**config.mk**
```make
export PLATFORM = sky130hd
export DESIGN_NAME = tcb_mem_clear_counter
export DESIGN_NICKNAME = d
export VERILOG_FILES = /design/src/hw/tcb_pkg.sv /design/src/hw/tcb_mem_clear_counter.sv
export SDC_FILE = /design/constraint.sdc
export NUM_CORES = 1
export LEC_CHECK = 0
export ABC_AREA = 0
export BUFFER_PORTS_ARGS = -buffer_cell sky130_fd_sc_hd__buf_2
export CAP_MARGIN = 20
export CORE_AREA = 2 2 39 41
export DETAILED_ROUTE_END_ITERATION = 12
export DIE_AREA = 0 0 41 43
export SYNTH_ARGS = -nofsm -noshare
export SYNTH_HDL_FRONTEND = slang
export SYNTH_SLANG_ARGS = --single-unit
```
**constraint.sdc**
```tcl
create_clock -name clk -period 1 [get_ports clk]
set_input_delay 0.05 -clock clk [delete_from_list [all_inputs] [get_ports clk]]
set_output_delay 0.05 -clock clk [all_outputs]
set_load 0.01 [all_outputs]
```
**src/hw/tcb_pkg.sv**
```systemverilog
////////////////////////////////////////
// TCB byte-lane memory shared defs
// default bus widths and clear states
////////////////////////////////////////

package tcb_pkg;

  ////////////////////////////////////////
  // bus defaults
  ////////////////////////////////////////

  // byte address width
  localparam int unsigned TCB_ADR_DEF = 10;
  // bus data width, one word
  localparam int unsigned TCB_DAT_DEF = 32;

  // width of one byte lane
  localparam int unsigned TCB_BYTE = 8;

  ////////////////////////////////////////
  // clear sequencer
  ////////////////////////////////////////

  // clear sweep after reset, then normal run
  typedef enum logic {
    ST_CLEAR = 1'b0,
    ST_RUN   = 1'b1
  } tcb_clr_state_t;

endpackage: tcb_pkg

```
**src/hw/tcb_mem_clear_counter.sv**
```systemverilog
////////////////////////////////////////
// clear sweep word address counter
////////////////////////////////////////

`timescale 1ns/100ps

module tcb_mem_clear_counter
  import tcb_pkg::*;
#(
  parameter int unsigned ADR_W = TCB_ADR_DEF,
  parameter int unsigned DAT_W = TCB_DAT_DEF
)(
  input  logic clk,
  input  logic rst_n,
  // count enable
  input  logic clr_act,
  // word address being cleared
  output logic [ADR_W-$clog2(DAT_W/TCB_BYTE)-1:0] clr_adr,
  // final word flag
  output logic clr_last
);

  // lane and word geometry
  localparam int unsigned BEN   = DAT_W/TCB_BYTE;
  localparam int unsigned MEM_A = ADR_W-$clog2(BEN);
  localparam int unsigned WORDS = 2**MEM_A;

  // one word per cycle while clearing
  always_ff @(posedge clk) begin
    if (!rst_n) begin
      clr_adr <= '0;
    end else if (clr_act) begin
      clr_adr <= clr_adr + 1'b1;
    end
  end

  // top word reached during the sweep
  assign clr_last = clr_act && (clr_adr == MEM_A'(WORDS-1));

  // counter frozen outside the sweep
  a_adr_hold: assert property (
    @(posedge clk) disable iff (!rst_n)
    !clr_act |=> $stable(clr_adr)
  );

endmodule: tcb_mem_clear_counter

```
Word-level counts from Yosys, hierarchy flattened
Index checks and enable logic that the tools add are counted.

Register bits after elaboration: 8. Bits in latches: 0. RAM bits: 0. Bits in read-only memories: 0. Input port bits: 3. Output and inout port bits: 9. Word-level logic and storage cells: 4. Memories kept: 0.

$add $sub $neg: 1. Multipliers: 0. Div/mod/pow operators: 0. Magnitude comparators: 0. Equality and inequality tests: 1. Shift operators: 0. Mux-type cells: 0. Bitwise gates (word level): 0. Reduce and logical (&&, ||, !) cells: 1.

Operators by type and width (count): adder 8 x 1 -> 8 bit (second input constant) (1); equality test 8 bit (second input constant) (1); logical AND 1 bit (1).

Depth between registers and ports, before layout
Depth after elaboration: 2. Gate-level depth with buffers: 4. Depth with buffers taken out: 4.

Worst setup path after synthesis
OpenSTA, ideal clock, no wires.

Path kind: register -> register. Start: reg clr_adr[0]. End: reg clr_adr[4]. Setup time: 0.115 ns. Arrival: 1.013 ns. Data required time: 0.885 ns. Setup slack: -0.128 ns. Stages on the path, launching flop included: 5. Path buffers: 0. Period minus slack after synthesis: 1.128 ns. Cells stage by stage: dfxtp_1 ha_1 nand4_1 xnor2_1 and2_1.

Word-level cells in the longest chain between the ends: 1.

RTL lines: from (decl) (line tcb_mem_clear_counter.sv:18) `output logic [ADR_W-$clog2(DAT_W/TCB_BYTE)-1:0] clr_adr,`; from (signal assigned) (line tcb_mem_clear_counter.sv:33) `clr_adr <= clr_adr + 1'b1;`; adder 8 x 1 -> 8 bit (line tcb_mem_clear_counter.sv:33).

Every way passes these cells. A chain may end at the register's enable or synchronous reset.

Worst setup path after layout
Start: reg clr_adr[1]. End: out clr_last.

Word-level cells in the longest chain between the ends: 2.

RTL lines: equality test 8 bit (line tcb_mem_clear_counter.sv:38) `assign clr_last = clr_act && (clr_adr == MEM_A'(WORDS-1));`; logical AND 1 bit (line tcb_mem_clear_counter.sv:38); to (decl) (line tcb_mem_clear_counter.sv:20) `output logic clr_last`.

Every way passes these cells.

==> results.cfg <==
[detailed_routing]
vias = 347
drt_iter0_drc = 3
wl_per_cell_um = 9.65
drtPass1Iterations = 2
viasPerCell = 4.45
ant_nets = 0
drc = 0
routed_wl_um = 753

[critical_path]
r2r-start = clr_adr[1]
rr_endpoint = clr_adr[5]
crit_chain = ha_4, nand3_2, nor2_2, and3_1, buf_2
critPathCaptureType = output port
crit_required_ns = 0.95
r2r_slack_ns = -0.20
cpPeakStageDelay_ns = 0.36
critical_path.startpoint_type = flip-flop
path_class = reg -> out
crit_slowest_cell = dfxtp_4
arrival_ns = 1.20
r2r_cells = 5
critPathCapture = clr_last
cp_max_fo = 2
crit_path_start = clr_adr[1]

[power]
comb_power_share_pct = 15.9
power.switching_w = 0.000168
power.density_nw_per_um2 = 1200
switching_share_pct = 23.5
p_seq_share_pct = 46.9
p_int_w = 0.000548
pwr-share-clk_pct = 37.2
p_leak_nw = 0.261
ir_drop_uv = 518

[finish]
biggestRegsByFlops = clr_adr (8)
antenna_cells = 0
area_delta_synth_final_pct = 62.9
fill_cells = 134
drive_gt1_share_pct = 51.6
regMostFlops = clr_adr
largest_reg_flops = 8
layout.nets = 67
fin_area_sq_um = 599

[clock_tree]
insertion_delay_ns = 0.26
clock_path_buffers = 2
cts_buffers = 3
root_buffer = clkbuf_4
clk_pin_slew_worst_paths_ns = 0.06
clock_sinks = 8
cts_tree = done
cts.htree.levels = 1

[sta]
min_period_ns = 1.25
grt_setup_unrepaired = true
setup_violations = 8
drv_slew = 0
fmax_ghz = 0.803
tightest_slew_ns = 0.203
min_period_over_period_pct = 125
hold_violations = 0
finalClockSkew_ns = 0.00560
finalSetupTns_ns = -0.828
worst_slack_ns = -0.245
relSlewSlack_pct = 86.4

[grt]
track_usage_pct = 11.4
grt_max_degree = 11
antenna_found_initial = 0
grt_overflow_total = 0
grt_pass1_wl_um = 1310
first_global_vias = 362

[floorplan]
rows = 14
core_area_sq_um = 1380
io_pins = 12
die_x_um = 41
die_h_um = 43
dieArea_sq_um = 1760
start_util_pct = 26.6

[synth]
yosysSeqAreaShare_pct = 43.5
synthCells = 39
yosysWarnings = 0
synth_area_sq_um = 368
synth_area_leaders = dfxtp_1 44%, mux2i_1 8.2%, xnor2_1 7.1%
ys_ff_latch = 8
yosysTopAreaCell = dfxtp_1
synth_cell_types = 20
synth_top_area_share_pct = 43.5
synth_nets = 43
syn_avg_cell_area_sq_um = 9.43

[placed_design]
place_area_sq_um = 484
place_congestion = 0.658
place_hpwl_um = 545
io_buffers = 11

[worst_hold_path]
hold_class = in -> reg

[run]
maxCapViolations = 0

[outcome]
outcome = finished with violations
violations = setup timing
[worst min-delay path by stage]
stage,cells after the start,to,from,slack (ns)
final,2,clr_adr[1],rst_n,0.11
after floorplan,1,clr_adr[0],rst_n,0.17
after global routing,2,clr_adr[1],rst_n,0.13
after CTS,2,clr_adr[1],rst_n,0.11
after detailed placement,2,clr_adr[1],rst_n,0.39
after global placement,2,clr_adr[1],rst_n,0.39
[through the flow]
stage	util (%)	total power (W)	setup WS, ns	hold WS, ns	cells
after CTS	40.8	0.000716	-0.252	0.111	76
after global placement	35.0	0.000411	-0.0606	0.389	68
after floorplan	-	0.000380	-0.00267	0.171	39
after global routing	43.3	0.000765	-0.317	0.128	78
after detailed placement	35.0	0.000413	-0.0853	0.387	68
final	43.3	0.000717	-0.245	0.111	78
[layout by cell type, fill, tap and decap left out, drive strengths merged]
| master | n |
|---|---|
| ha | 1 |
| nor2b | 1 |
| and3 | 1 |
| buf | 20 |
| nand2b | 1 |
| and2 | 4 |
| mux2i | 3 |
| nor2 | 1 |
| xnor2 | 3 |
| dfxtp | 8 |
| inv | 1 |
| nand2 | 5 |
| nand3 | 2 |
| clkbuf | 4 |
| xor2 | 1 |
| nor3 | 1 |
| o21ai | 1 |
| or3 | 1 |
| nand4 | 2 |
| a21boi | 1 |
[final cells by class]
| cell class | instances | area (sq um) | share of cell area, % |
|---|---|---|---|
| clock buffer | 4 | 26.3 | 4.38 |
| sequential | 8 | 174 | 29.0 |
| tap | 16 | 20.0 | 3.34 |
| inverter | 1 | 3.75 | 0.626 |
| multi-input combinational | 29 | 225 | 37.6 |
| timing repair buffer | 20 | 150 | 25.1 |
[critical path: cells and delay by family, from the launching register on]
family / cells / cell delay, ns
adders and majority gates: 1 / 0.13
buffers and inverters: 1 / 0.12
DFF: 1 / 0.36
and+or+nand+nor: 3 / 0.32
[power by group through the flow]
| stage | registers [W] | clock network [W] | logic, W |
|---|---|---|---|
| after floorplan | 0.000351 | 0 | 0.0000289 |
| after global placement | 0.000345 | 0 | 0.0000665 |
| after detailed placement | 0.000345 | 0 | 0.0000680 |
| after CTS | 0.000335 | 0.000282 | 0.0000989 |
| after global routing | 0.000336 | 0.000302 | 0.000126 |
| final | 0.000336 | 0.000267 | 0.000114 |
[per-layer routing]
metal | wire [um] | part of all wire, % | global-route usage, %
met1 | 295 | 39 | 11.2
met2 | 399 | 53 | 18.1
met3 | 22 | 2.9 | 3.14
met4 | 36 | 4.8 | 10.0
met5 | 0 | 0 | 0
[what timing repair did]
action / 4_1_cts / 5_1_grt
pin swaps: 6 / 5
hold buffers: 0 / 0
buffers inserted: 4 / 3
resized for setup: 5 / 4
endpoints found under the setup margin: 4 / 9
[logic make-up (layout without fill, tap and decap cells)]
kind of cell | after synthesis | count (layout) | synth area share [%]
multiplexers | 3 | 3 | 8.16
AO/OA/AOI/OAI | 2 | 2 | 3.40
XOR/XNOR | 4 | 4 | 9.53
buffers and inverters | 2 | 25 | 3.06
AND/OR/NAND/NOR | 19 | 19 | 28.9
flip-flops | 8 | 8 | 43.5
adder cells (fa/ha/maj) | 1 | 1 | 3.40
[synthesized netlist by cell type]
cell type and instances:
and2_1 4, inv_1 1, nor2b_1 1, a21boi_1 1, ha_1 1, buf_4 1
nand4_1 1, xor2_1 1, nor2_1 1, nor3_1 1, nand4_2 1, o21ai_0 1
nand3_1 2, mux2i_1 3, xnor2_1 3, or3_1 1, nand2b_1 1, nand2_1 5
dfxtp_1 8, and3_1 1
(Power assumes the default switching activity.)
