[src/hw/tcb_pkg.sv]
////////////////////////////////////////
// TCB byte-lane memory shared defs
// default bus widths and clear states
////////////////////////////////////////

package tcb_pkg;

  ////////////////////////////////////////
  // bus defaults
  ////////////////////////////////////////

  // byte address width
  localparam int unsigned TCB_ADR_DEF = 10;
  // bus data width, one word
  localparam int unsigned TCB_DAT_DEF = 32;

  // width of one byte lane
  localparam int unsigned TCB_BYTE = 8;

  ////////////////////////////////////////
  // clear sequencer
  ////////////////////////////////////////

  // clear sweep after reset, then normal run
  typedef enum logic {
    ST_CLEAR = 1'b0,
    ST_RUN   = 1'b1
  } tcb_clr_state_t;

endpackage: tcb_pkg

[src/hw/tcb_lib_misaligned_memory_controller.sv]
////////////////////////////////////////
// misaligned access lane controller
// per-lane enables, addresses and data
////////////////////////////////////////

`timescale 1ns/100ps

module tcb_lib_misaligned_memory_controller
  import tcb_pkg::*;
#(
  parameter int unsigned ADR_W = TCB_ADR_DEF,
  parameter int unsigned DAT_W = TCB_DAT_DEF
)(
  input  logic clk,
  input  logic rst_n,
  // bus request
  input  logic                        vld,
  input  logic                        wen,
  input  logic [ADR_W-1:0]            adr,
  input  logic [DAT_W/TCB_BYTE-1:0]   ben,
  input  logic [DAT_W-1:0]            wdt,
  // clear sweep source
  input  logic                        clr_act,
  input  logic [ADR_W-$clog2(DAT_W/TCB_BYTE)-1:0] clr_adr,
  // lane SRAM side
  output logic [DAT_W/TCB_BYTE-1:0]   mem_cen,
  output logic                        mem_wen,
  output logic [DAT_W/TCB_BYTE-1:0][ADR_W-$clog2(DAT_W/TCB_BYTE)-1:0] mem_adr,
  output logic [DAT_W/TCB_BYTE-1:0][TCB_BYTE-1:0] mem_wdt,
  input  logic [DAT_W/TCB_BYTE-1:0][TCB_BYTE-1:0] mem_rdt,
  // bus response
  output logic                        rsp_vld,
  output logic [DAT_W-1:0]            rdt
);

  // lane geometry
  localparam int unsigned BEN   = DAT_W/TCB_BYTE;
  localparam int unsigned OFF_W = $clog2(BEN);
  localparam int unsigned MEM_A = ADR_W-OFF_W;

  ////////////////////////////////////////
  // address split
  ////////////////////////////////////////

  // word address and its successor
  logic [MEM_A-1:0] wrd;
  logic [MEM_A-1:0] nxt;
  // byte offset inside the word
  logic [OFF_W-1:0] off;
  // read accepted this cycle
  logic             rd_hsk;

  assign wrd = adr[OFF_W+:MEM_A];
  assign off = adr[OFF_W-1:0];
  // wraps to word zero at the top
  assign nxt = wrd + 1'b1;

  ////////////////////////////////////////
  // lane muxes
  ////////////////////////////////////////

  // clear sweep writes zero to every lane
  assign mem_cen = clr_act ? {BEN{1'b1}} : ({BEN{vld}} & ben);
  assign mem_wen = clr_act | wen;

  for (genvar i = 0; i < BEN; i++) begin: g_lane
    // lanes below the offset belong to the next word
    always_comb begin
      if (clr_act) begin
        mem_adr[i] = clr_adr;
      end else if (i < off) begin
        mem_adr[i] = nxt;
      end else begin
        mem_adr[i] = wrd;
      end
    end
    // lane i carries byte i of the bus
    assign mem_wdt[i] = clr_act ? '0 : wdt[i*TCB_BYTE+:TCB_BYTE];
  end

  ////////////////////////////////////////
  // response
  ////////////////////////////////////////

  // bus is ready whenever the sweep is over
  assign rd_hsk = vld && !wen && !clr_act;

  // SRAM read latency is one cycle
  always_ff @(posedge clk) begin
    if (!rst_n) begin
      rsp_vld <= 1'b0;
    end else begin
      rsp_vld <= rd_hsk;
    end
  end

  assign rdt = mem_rdt;

  // no response without a read the cycle before
  a_rsp_after_read: assert property (
    @(posedge clk) disable iff (!rst_n)
    rsp_vld |-> $past(vld && !wen && !clr_act)
  );

endmodule: tcb_lib_misaligned_memory_controller

[config.mk]
export PLATFORM = sky130hd
export DESIGN_NAME = tcb_lib_misaligned_memory_controller
export DESIGN_NICKNAME = d
export VERILOG_FILES = /design/src/hw/tcb_pkg.sv /design/src/hw/tcb_lib_misaligned_memory_controller.sv
export SDC_FILE = /design/constraint.sdc
export NUM_CORES = 1
export LEC_CHECK = 0
export ABC_AREA = 1
export ABC_CLOCK_PERIOD_IN_PS = 2080
export BUFFER_PORTS_ARGS = -buffer_cell sky130_fd_sc_hd__buf_2
export CORE_AREA = 3 3 73 75
export DETAILED_ROUTE_END_ITERATION = 6
export DIE_AREA = 0 0 76 78
export MAX_ROUTING_LAYER = met4
export PLACE_DENSITY = 0.77
export REMOVE_ABC_BUFFERS = 1
export SYNTH_ARGS = -nofsm -noshare
export SYNTH_HDL_FRONTEND = slang
export SYNTH_SLANG_ARGS = --single-unit
[constraint.sdc]
create_clock -name clk -period 2.08 [get_ports clk]
set_input_delay 0.312 -clock clk [delete_from_list [all_inputs] [get_ports clk]]
set_output_delay 0.312 -clock clk [all_outputs]
set_load 0.02 [all_outputs]
# == Word-level counts from Yosys, hierarchy flattened ==
# Index checks and enable logic that the tools add are counted.
# Widths: inputs -> output; s select.
# op_classes
div_mod_pow,0
reduce_logical,4
n_shift,0
eq_ne,0
add_sub_neg,1
n_mux,12
bitwise,2
n_lt_le_gt_ge,3
n_mul,0
# ops
cell,count
$mux 8,11
$add 8x1->8 const B,1
$and 4x4->4,1
$lt 1x2->1 const A,2
$mux 4,1
$logic_and 1x1->1,2
$logic_not 1->1,2
$lt 2x2->1 const A,1
$or 1x1->1,1
# totals
romBits,0
mem_bits_rw,0
out_inout_bits,102
latchBits,0
n_memories,0
regBits,1
in_bits,91

# == Logic depth before layout (Yosys ltp) ==
# Gate-level depths: netlist of the first run.
# logic_depth
ltp_word,3
ltp_mapped,8
depth_no_buf,8

# == Worst setup path before layout of the first run ==
# Ideal clock, no wire load.
# synth_timing
path_kind,input to output
startpoint,in adr[2]
endpoint,out mem_adr[16] in the netlist's numbering
cell_stages,4
n_path_buf,0
arrival_ns,1.208
path_slack_ns,0.560
cell_sequence,inv_1 > o21ai_1 > nor2_1 > a21oi_1
# synth_lines
item,line_no,rtl
from (decl),tcb_lib_misaligned_memory_controller.sv:19,"input logic [ADR_W-1:0] adr,"
to (decl),tcb_lib_misaligned_memory_controller.sv:28,"output logic [DAT_W/TCB_BYTE-1:0][ADR_W-$clog2(DAT_W/TCB_BYTE)-1:0] mem_adr,"

==> results.cfg, run 1 <==
[logic_synthesis]
synthesis.area_um2 = 1260
syn_area_per_cell_um2 = 4.89
synthCells = 258
post-synth-top-count-cell = nand2_1
yosysUniqueCellTypes = 24
synth_xor_area_share_pct = 2.08
synth_compound_area_share_pct = 7.83
synth-simple-area-share_pct = 49.6
synth_commonest_cells = 87 x nand2_1, 47 x inv_1, 41 x nor2_1
async_flop_share_pct = 0
synth_top_family_by_area = simple AND/OR/NAND/NOR gates
muxShareOfSynthArea_pct = 0
synth-seq-cells = 1
synth_top_flop_cell = dfxtp_1
yosysTopAreaCellShare_pct = 25.9
ys_seq_area_share_pct = 1.59
synthAdderAreaFrac_pct = 0.991
synth_edf_count = 0
synthTopCellsByArea = nand2_1 26%, buf_4 19%, inv_1 14%, nor2_1 12%, nand3_1 5.9%
synth-warning-count = 0
synth_top_cell_by_area = nand2_1

[global_route]
antenna_found_initial = 0
grt_pass1_wl_um = 9000
grt_overflow_total = 0
grt_max_degree = 23
grt_use_total_pct = 19.9
grt_pass1_vias = 1619

[cts]
cts_resized = 0
postCtsSetupRepairBufs = 0
hold_buffers = 0
clkTransAtPathRegs_ps = 0

[floorplanning]
coreArea_um2 = 4720
die_y_um = 78
die_area_um2 = 5930
die_x_um = 76
num_rows = 25
io_pins = 193
start_util_pct = 26.7

[layout]
largest_reg_flops = 1
reg_top3 = rsp_vld: 1 flops
final_nets = 444
final_layout_size_suffix_gt1_share_pct = 40.3
regMostFlops = rsp_vld
area_growth_pct = 35.7
fillerInstances = 550
num_antenna_cells = 0

[critical_path]
worst_ep_required_time_ps = 1770
endpoint_kind = primary output
cp.arrival_ps = 1450
cp-start-kind = input pin
cp_max_fo = 22
worst-setup-path-type = input pin to primary output

[placement]
hpwlAfterDp_um = 5540
port_buffers = 128
preCtsSetupSlack_ps = 290
routabilityCongestion = 0.861

[timing]
finalMaxSlewViolations = 0
fmax_ghz = 0.568
timing.final.ws_setup_ps = 318
setup_viol = 0
tns_ps = 0
finalHoldViolCount = 0
whs_ps = 546
tightest_slew_ps = 361
period_share_pct = 84.7
max-slew-margin-rel_pct = 75.9
grt_setup_unrepaired = false
min_period_ps = 1760

[detailed_routing]
wl_met1_um = 2390
drt_iter0_drc = 96
routedWlPerCell_um = 15.0
met3WireLength_um = 1240
dr.max_layer_used = met3
vias = 1844
drc_errors = 0
viasPerCell = 4.42
dr_wl_met2_um = 2640
routed_wl_um = 6260
drt.antenna.violating_nets = 0
dr.pass1.iters = 4

[worst_hold_path]
hp-start = rst_n
hold_depth = 3
min_to = rsp_vld
hold_path_class = input pin to flop

[status]
outcome = finished, final reports clean

[pwr]
vdd_drop_max_mv = 0.0876
leakage_nw = 1.27
powerDensity_nw_per_um2 = 295

[run]
maxCapViolCount = 0
## area by class of cell
class,instances,area [um^2],area share [%]
multi-input combinational,169,763,44.6
timing repair buffer,130,656,38.3
inverter,50,190,11.1
tap,67,83.8,4.89
sequential,1,20.0,1.17
## per-layer routing
metal	vias up	GRT usage (%)
met5	-	-
met4	0	0
met3	0	15.8
met2	156	31.7
met1	773	20.9
li1	915	-
## power breakdown
group	switching [mW]	total (mW)	internal (mW)
clock	0	0	0
combinational	0.317	0.485	0.167
sequential	0.0000767	0.0202	0.0201
total	0.317	0.505	0.187
## worst max-delay path, cell delays in order
cell and delay (ps):
buf_2 310, buf_4 300, nor2_1 110, o22ai_1 160
nand2_1 90, buf_2 160
## worst max-delay path by stage
stage,slack (ps),from,cells past startpoint,to
2_1_floorplan,560,adr[2],4,mem_adr[16]
6_report,320,clr_act,6,mem_adr[9]
4_1_cts,290,clr_act,6,mem_adr[9]
3_5_place_dp,290,clr_act,6,mem_adr[9]
5_1_grt,160,clr_act,6,mem_adr[9]
3_3_place_gp,380,clr_act,6,mem_adr[9]
## metrics by stage
| stage | power [mW] | area, um^2 | cells | utilization, % |
|---|---|---|---|---|
| after detailed placement | 0.508 | 1710 | 417 | 36.3 |
| after CTS | 0.509 | 1710 | 417 | 36.3 |
| after floorplan | 0.300 | 973 | 220 | - |
| final | 0.505 | 1710 | 417 | 36.3 |
| after global placement | 0.502 | 1710 | 417 | 36.3 |
| after global routing | 0.551 | 1710 | 417 | 36.3 |
## logic make-up (layout without fill, tap and decap cells)
logic type | after synthesis | after routing
AND/OR/NAND/NOR | 149 | 149
buffers and inverters | 88 | 180
AO/OA/AOI/OAI | 16 | 16
XOR/XNOR | 3 | 3
adder cells (fa/ha/maj) | 1 | 1
flip-flops | 1 | 1
## placed cells by master, fill, tap and decap left out
| master | instances |
|---|---|
| buf_2 | 128 |
| nand2_1 | 87 |
| inv_1 | 47 |
| nor2_1 | 41 |
| nand3_1 | 15 |
| o22ai_1 | 6 |
| xor2_1 | 3 |
| o21ai_0 | 3 |
| o21ai_1 | 2 |
| inv_2 | 2 |
| a21oi_2 | 2 |
| a21oi_1 | 2 |
| buf_4 | 2 |
| inv_4 | 1 |
| nand2_8 | 1 |
| o21ai_2 | 1 |
| nor2_2 | 1 |
| nand2_2 | 1 |
| nor2_8 | 1 |
| nor2_4 | 1 |
| or2_1 | 1 |
| ha_1 | 1 |
| dfxtp_1 | 1 |
(Power assumes the default switching activity.)
==> inputs of run 2 (changes only) <==
- ABC_CLOCK_PERIOD_IN_PS: 2080 -> 1800
- clock period: 2.08 -> 1.8 ns (I/O delays scaled with it)
==> run 2 against run 1 <==
Net effect: via count down 3.4%; sequential cell count unchanged; core utilization unchanged; global-route usage down 0.43 points; critical path depth up 2; wire length down 3.6%; sequential power up 15%; worst hold slack worse by 40 ps; highest routed layer unchanged; combinational power up 15%; power up 15%; die area unchanged.
==> results.cfg, run 2 (synthesis results as in run 1) <==
[detailed_routing]
dr.pass1.iters = 4
drt.antenna.violating_nets = 0
drc_errors = 0
viasPerCell = 4.27
routedWlPerCell_um = 14.5
vias = 1781
drt_iter0_drc = 63
routed_wl_um = 6040

[global_route]
grt_use_total_pct = 19.5
grt_pass1_vias = 1603
grt_overflow_total = 0
grt_max_degree = 26
grt_pass1_wl_um = 8800
antenna_found_initial = 0

[layout]
final_layout_size_suffix_gt1_share_pct = 40.3
area_growth_pct = 35.7
final_nets = 444
largest_reg_flops = 1
layout_commonest_cell = buf_2
layout_common_cells = 128 x buf_2, 87 x nand2_1, 47 x inv_1
regArea_um2 = 20.0
fillerInstances = 542
num_antenna_cells = 0
reg_top3 = rsp_vld: 1 flops
multi_input_area_um2 = 763
final_cells = 417
regMostFlops = rsp_vld

[pwr]
powerDensity_nw_per_um2 = 339
power_mw = 0.581
vdd_drop_max_mv = 0.123
leakage_nw = 1.27

[cts]
cts_resized = 0
postCtsSetupRepairBufs = 0
hold_buffers = 0
clkTransAtPathRegs_ps = 0

[critical_path]
cp-start-kind = input pin
endpoint_kind = primary output
cp.arrival_ps = 1340
worst_ep_required_time_ps = 1530
worst-setup-path-type = input pin to primary output
cp_max_fo = 6

[floorplanning]
die_area_um2 = 5930
coreArea_um2 = 4720
die_x_um = 76
die_y_um = 78
start_util_pct = 26.7
num_rows = 25
io_pins = 193

[worst_hold_path]
hp-start = rst_n
min_to = rsp_vld
hold_path_class = input pin to flop
hold_depth = 3

[placement]
dp_cells = 417
port_buffers = 128
hpwlAfterDp_um = 5450
routabilityCongestion = 0.889

[timing]
finalHoldViolCount = 0
max-slew-margin-rel_pct = 78.4
tns_ps = 0
whs_ps = 507
fmax_ghz = 0.621
min_period_ps = 1610
tightest_slew_ps = 324
finalMaxSlewViolations = 0
period_share_pct = 89.4
grt_setup_unrepaired = false
setup_viol = 0

[run]
maxCapViolCount = 0

[status]
outcome = finished, final reports clean
## run 2: cell counts in the layout (fill, tap and decap cells not counted)
Identical to the previous run, type by type.
## run 2: cell type report
| cell class | instances | area share (%) |
|---|---|---|
| Multi-Input combinational cell | 169 | 44.6 |
| Tap cell | 67 | 4.89 |
| Timing Repair Buffer | 130 | 38.3 |
| Inverter | 50 | 11.1 |
| Sequential cell | 1 | 1.17 |
## run 2: worst max-delay path: stages
cell and delay [ps]:
buf_2 130, ha_1 240, nand3_1 90, xor2_1 270, nand2_1 80, nand2_1 70, nand2_1 40, buf_2 150
## run 2: metrics by stage
step | instance area (um^2) | worst slack, ps | util (%)
detailed placement | 1710 | 188 | 36.3
global placement | 1710 | 183 | 36.3
global route | 1710 | 56.4 | 36.3
finish | 1710 | 190 | 36.3
floorplan | 973 | 364 | -
CTS | 1710 | 181 | 36.3
## run 2: how the worst max path moves through the flow
stage / from / cells after the start / to
2_1_floorplan: adr[2] / 4 / mem_adr[16]
3_3_place_gp: clr_act / 7 / mem_adr[10]
3_5_place_dp: adr[2] / 8 / mem_adr[4]
4_1_cts: adr[2] / 8 / mem_adr[4]
5_1_grt: adr[2] / 8 / mem_adr[12]
6_report: adr[2] / 8 / mem_adr[12]
## run 2: where the power goes
group	internal (mW)	switching, mW	leakage [nW]	total (mW)
registers	0.0232	0.0000886	0.00814	0.0233
clock network	0	0	0	0
logic	0.193	0.364	1.26	0.558
## run 2: per-layer routing
metal / global-route usage (%) / vias to the layer above / wire [um]
met5: - / - / 0
met4: 0 / 0 / 0
met3: 15.7 / 0 / 1250
met2: 29.5 / 143 / 2510
met1: 21.5 / 721 / 2280
li1: - / 917 / -
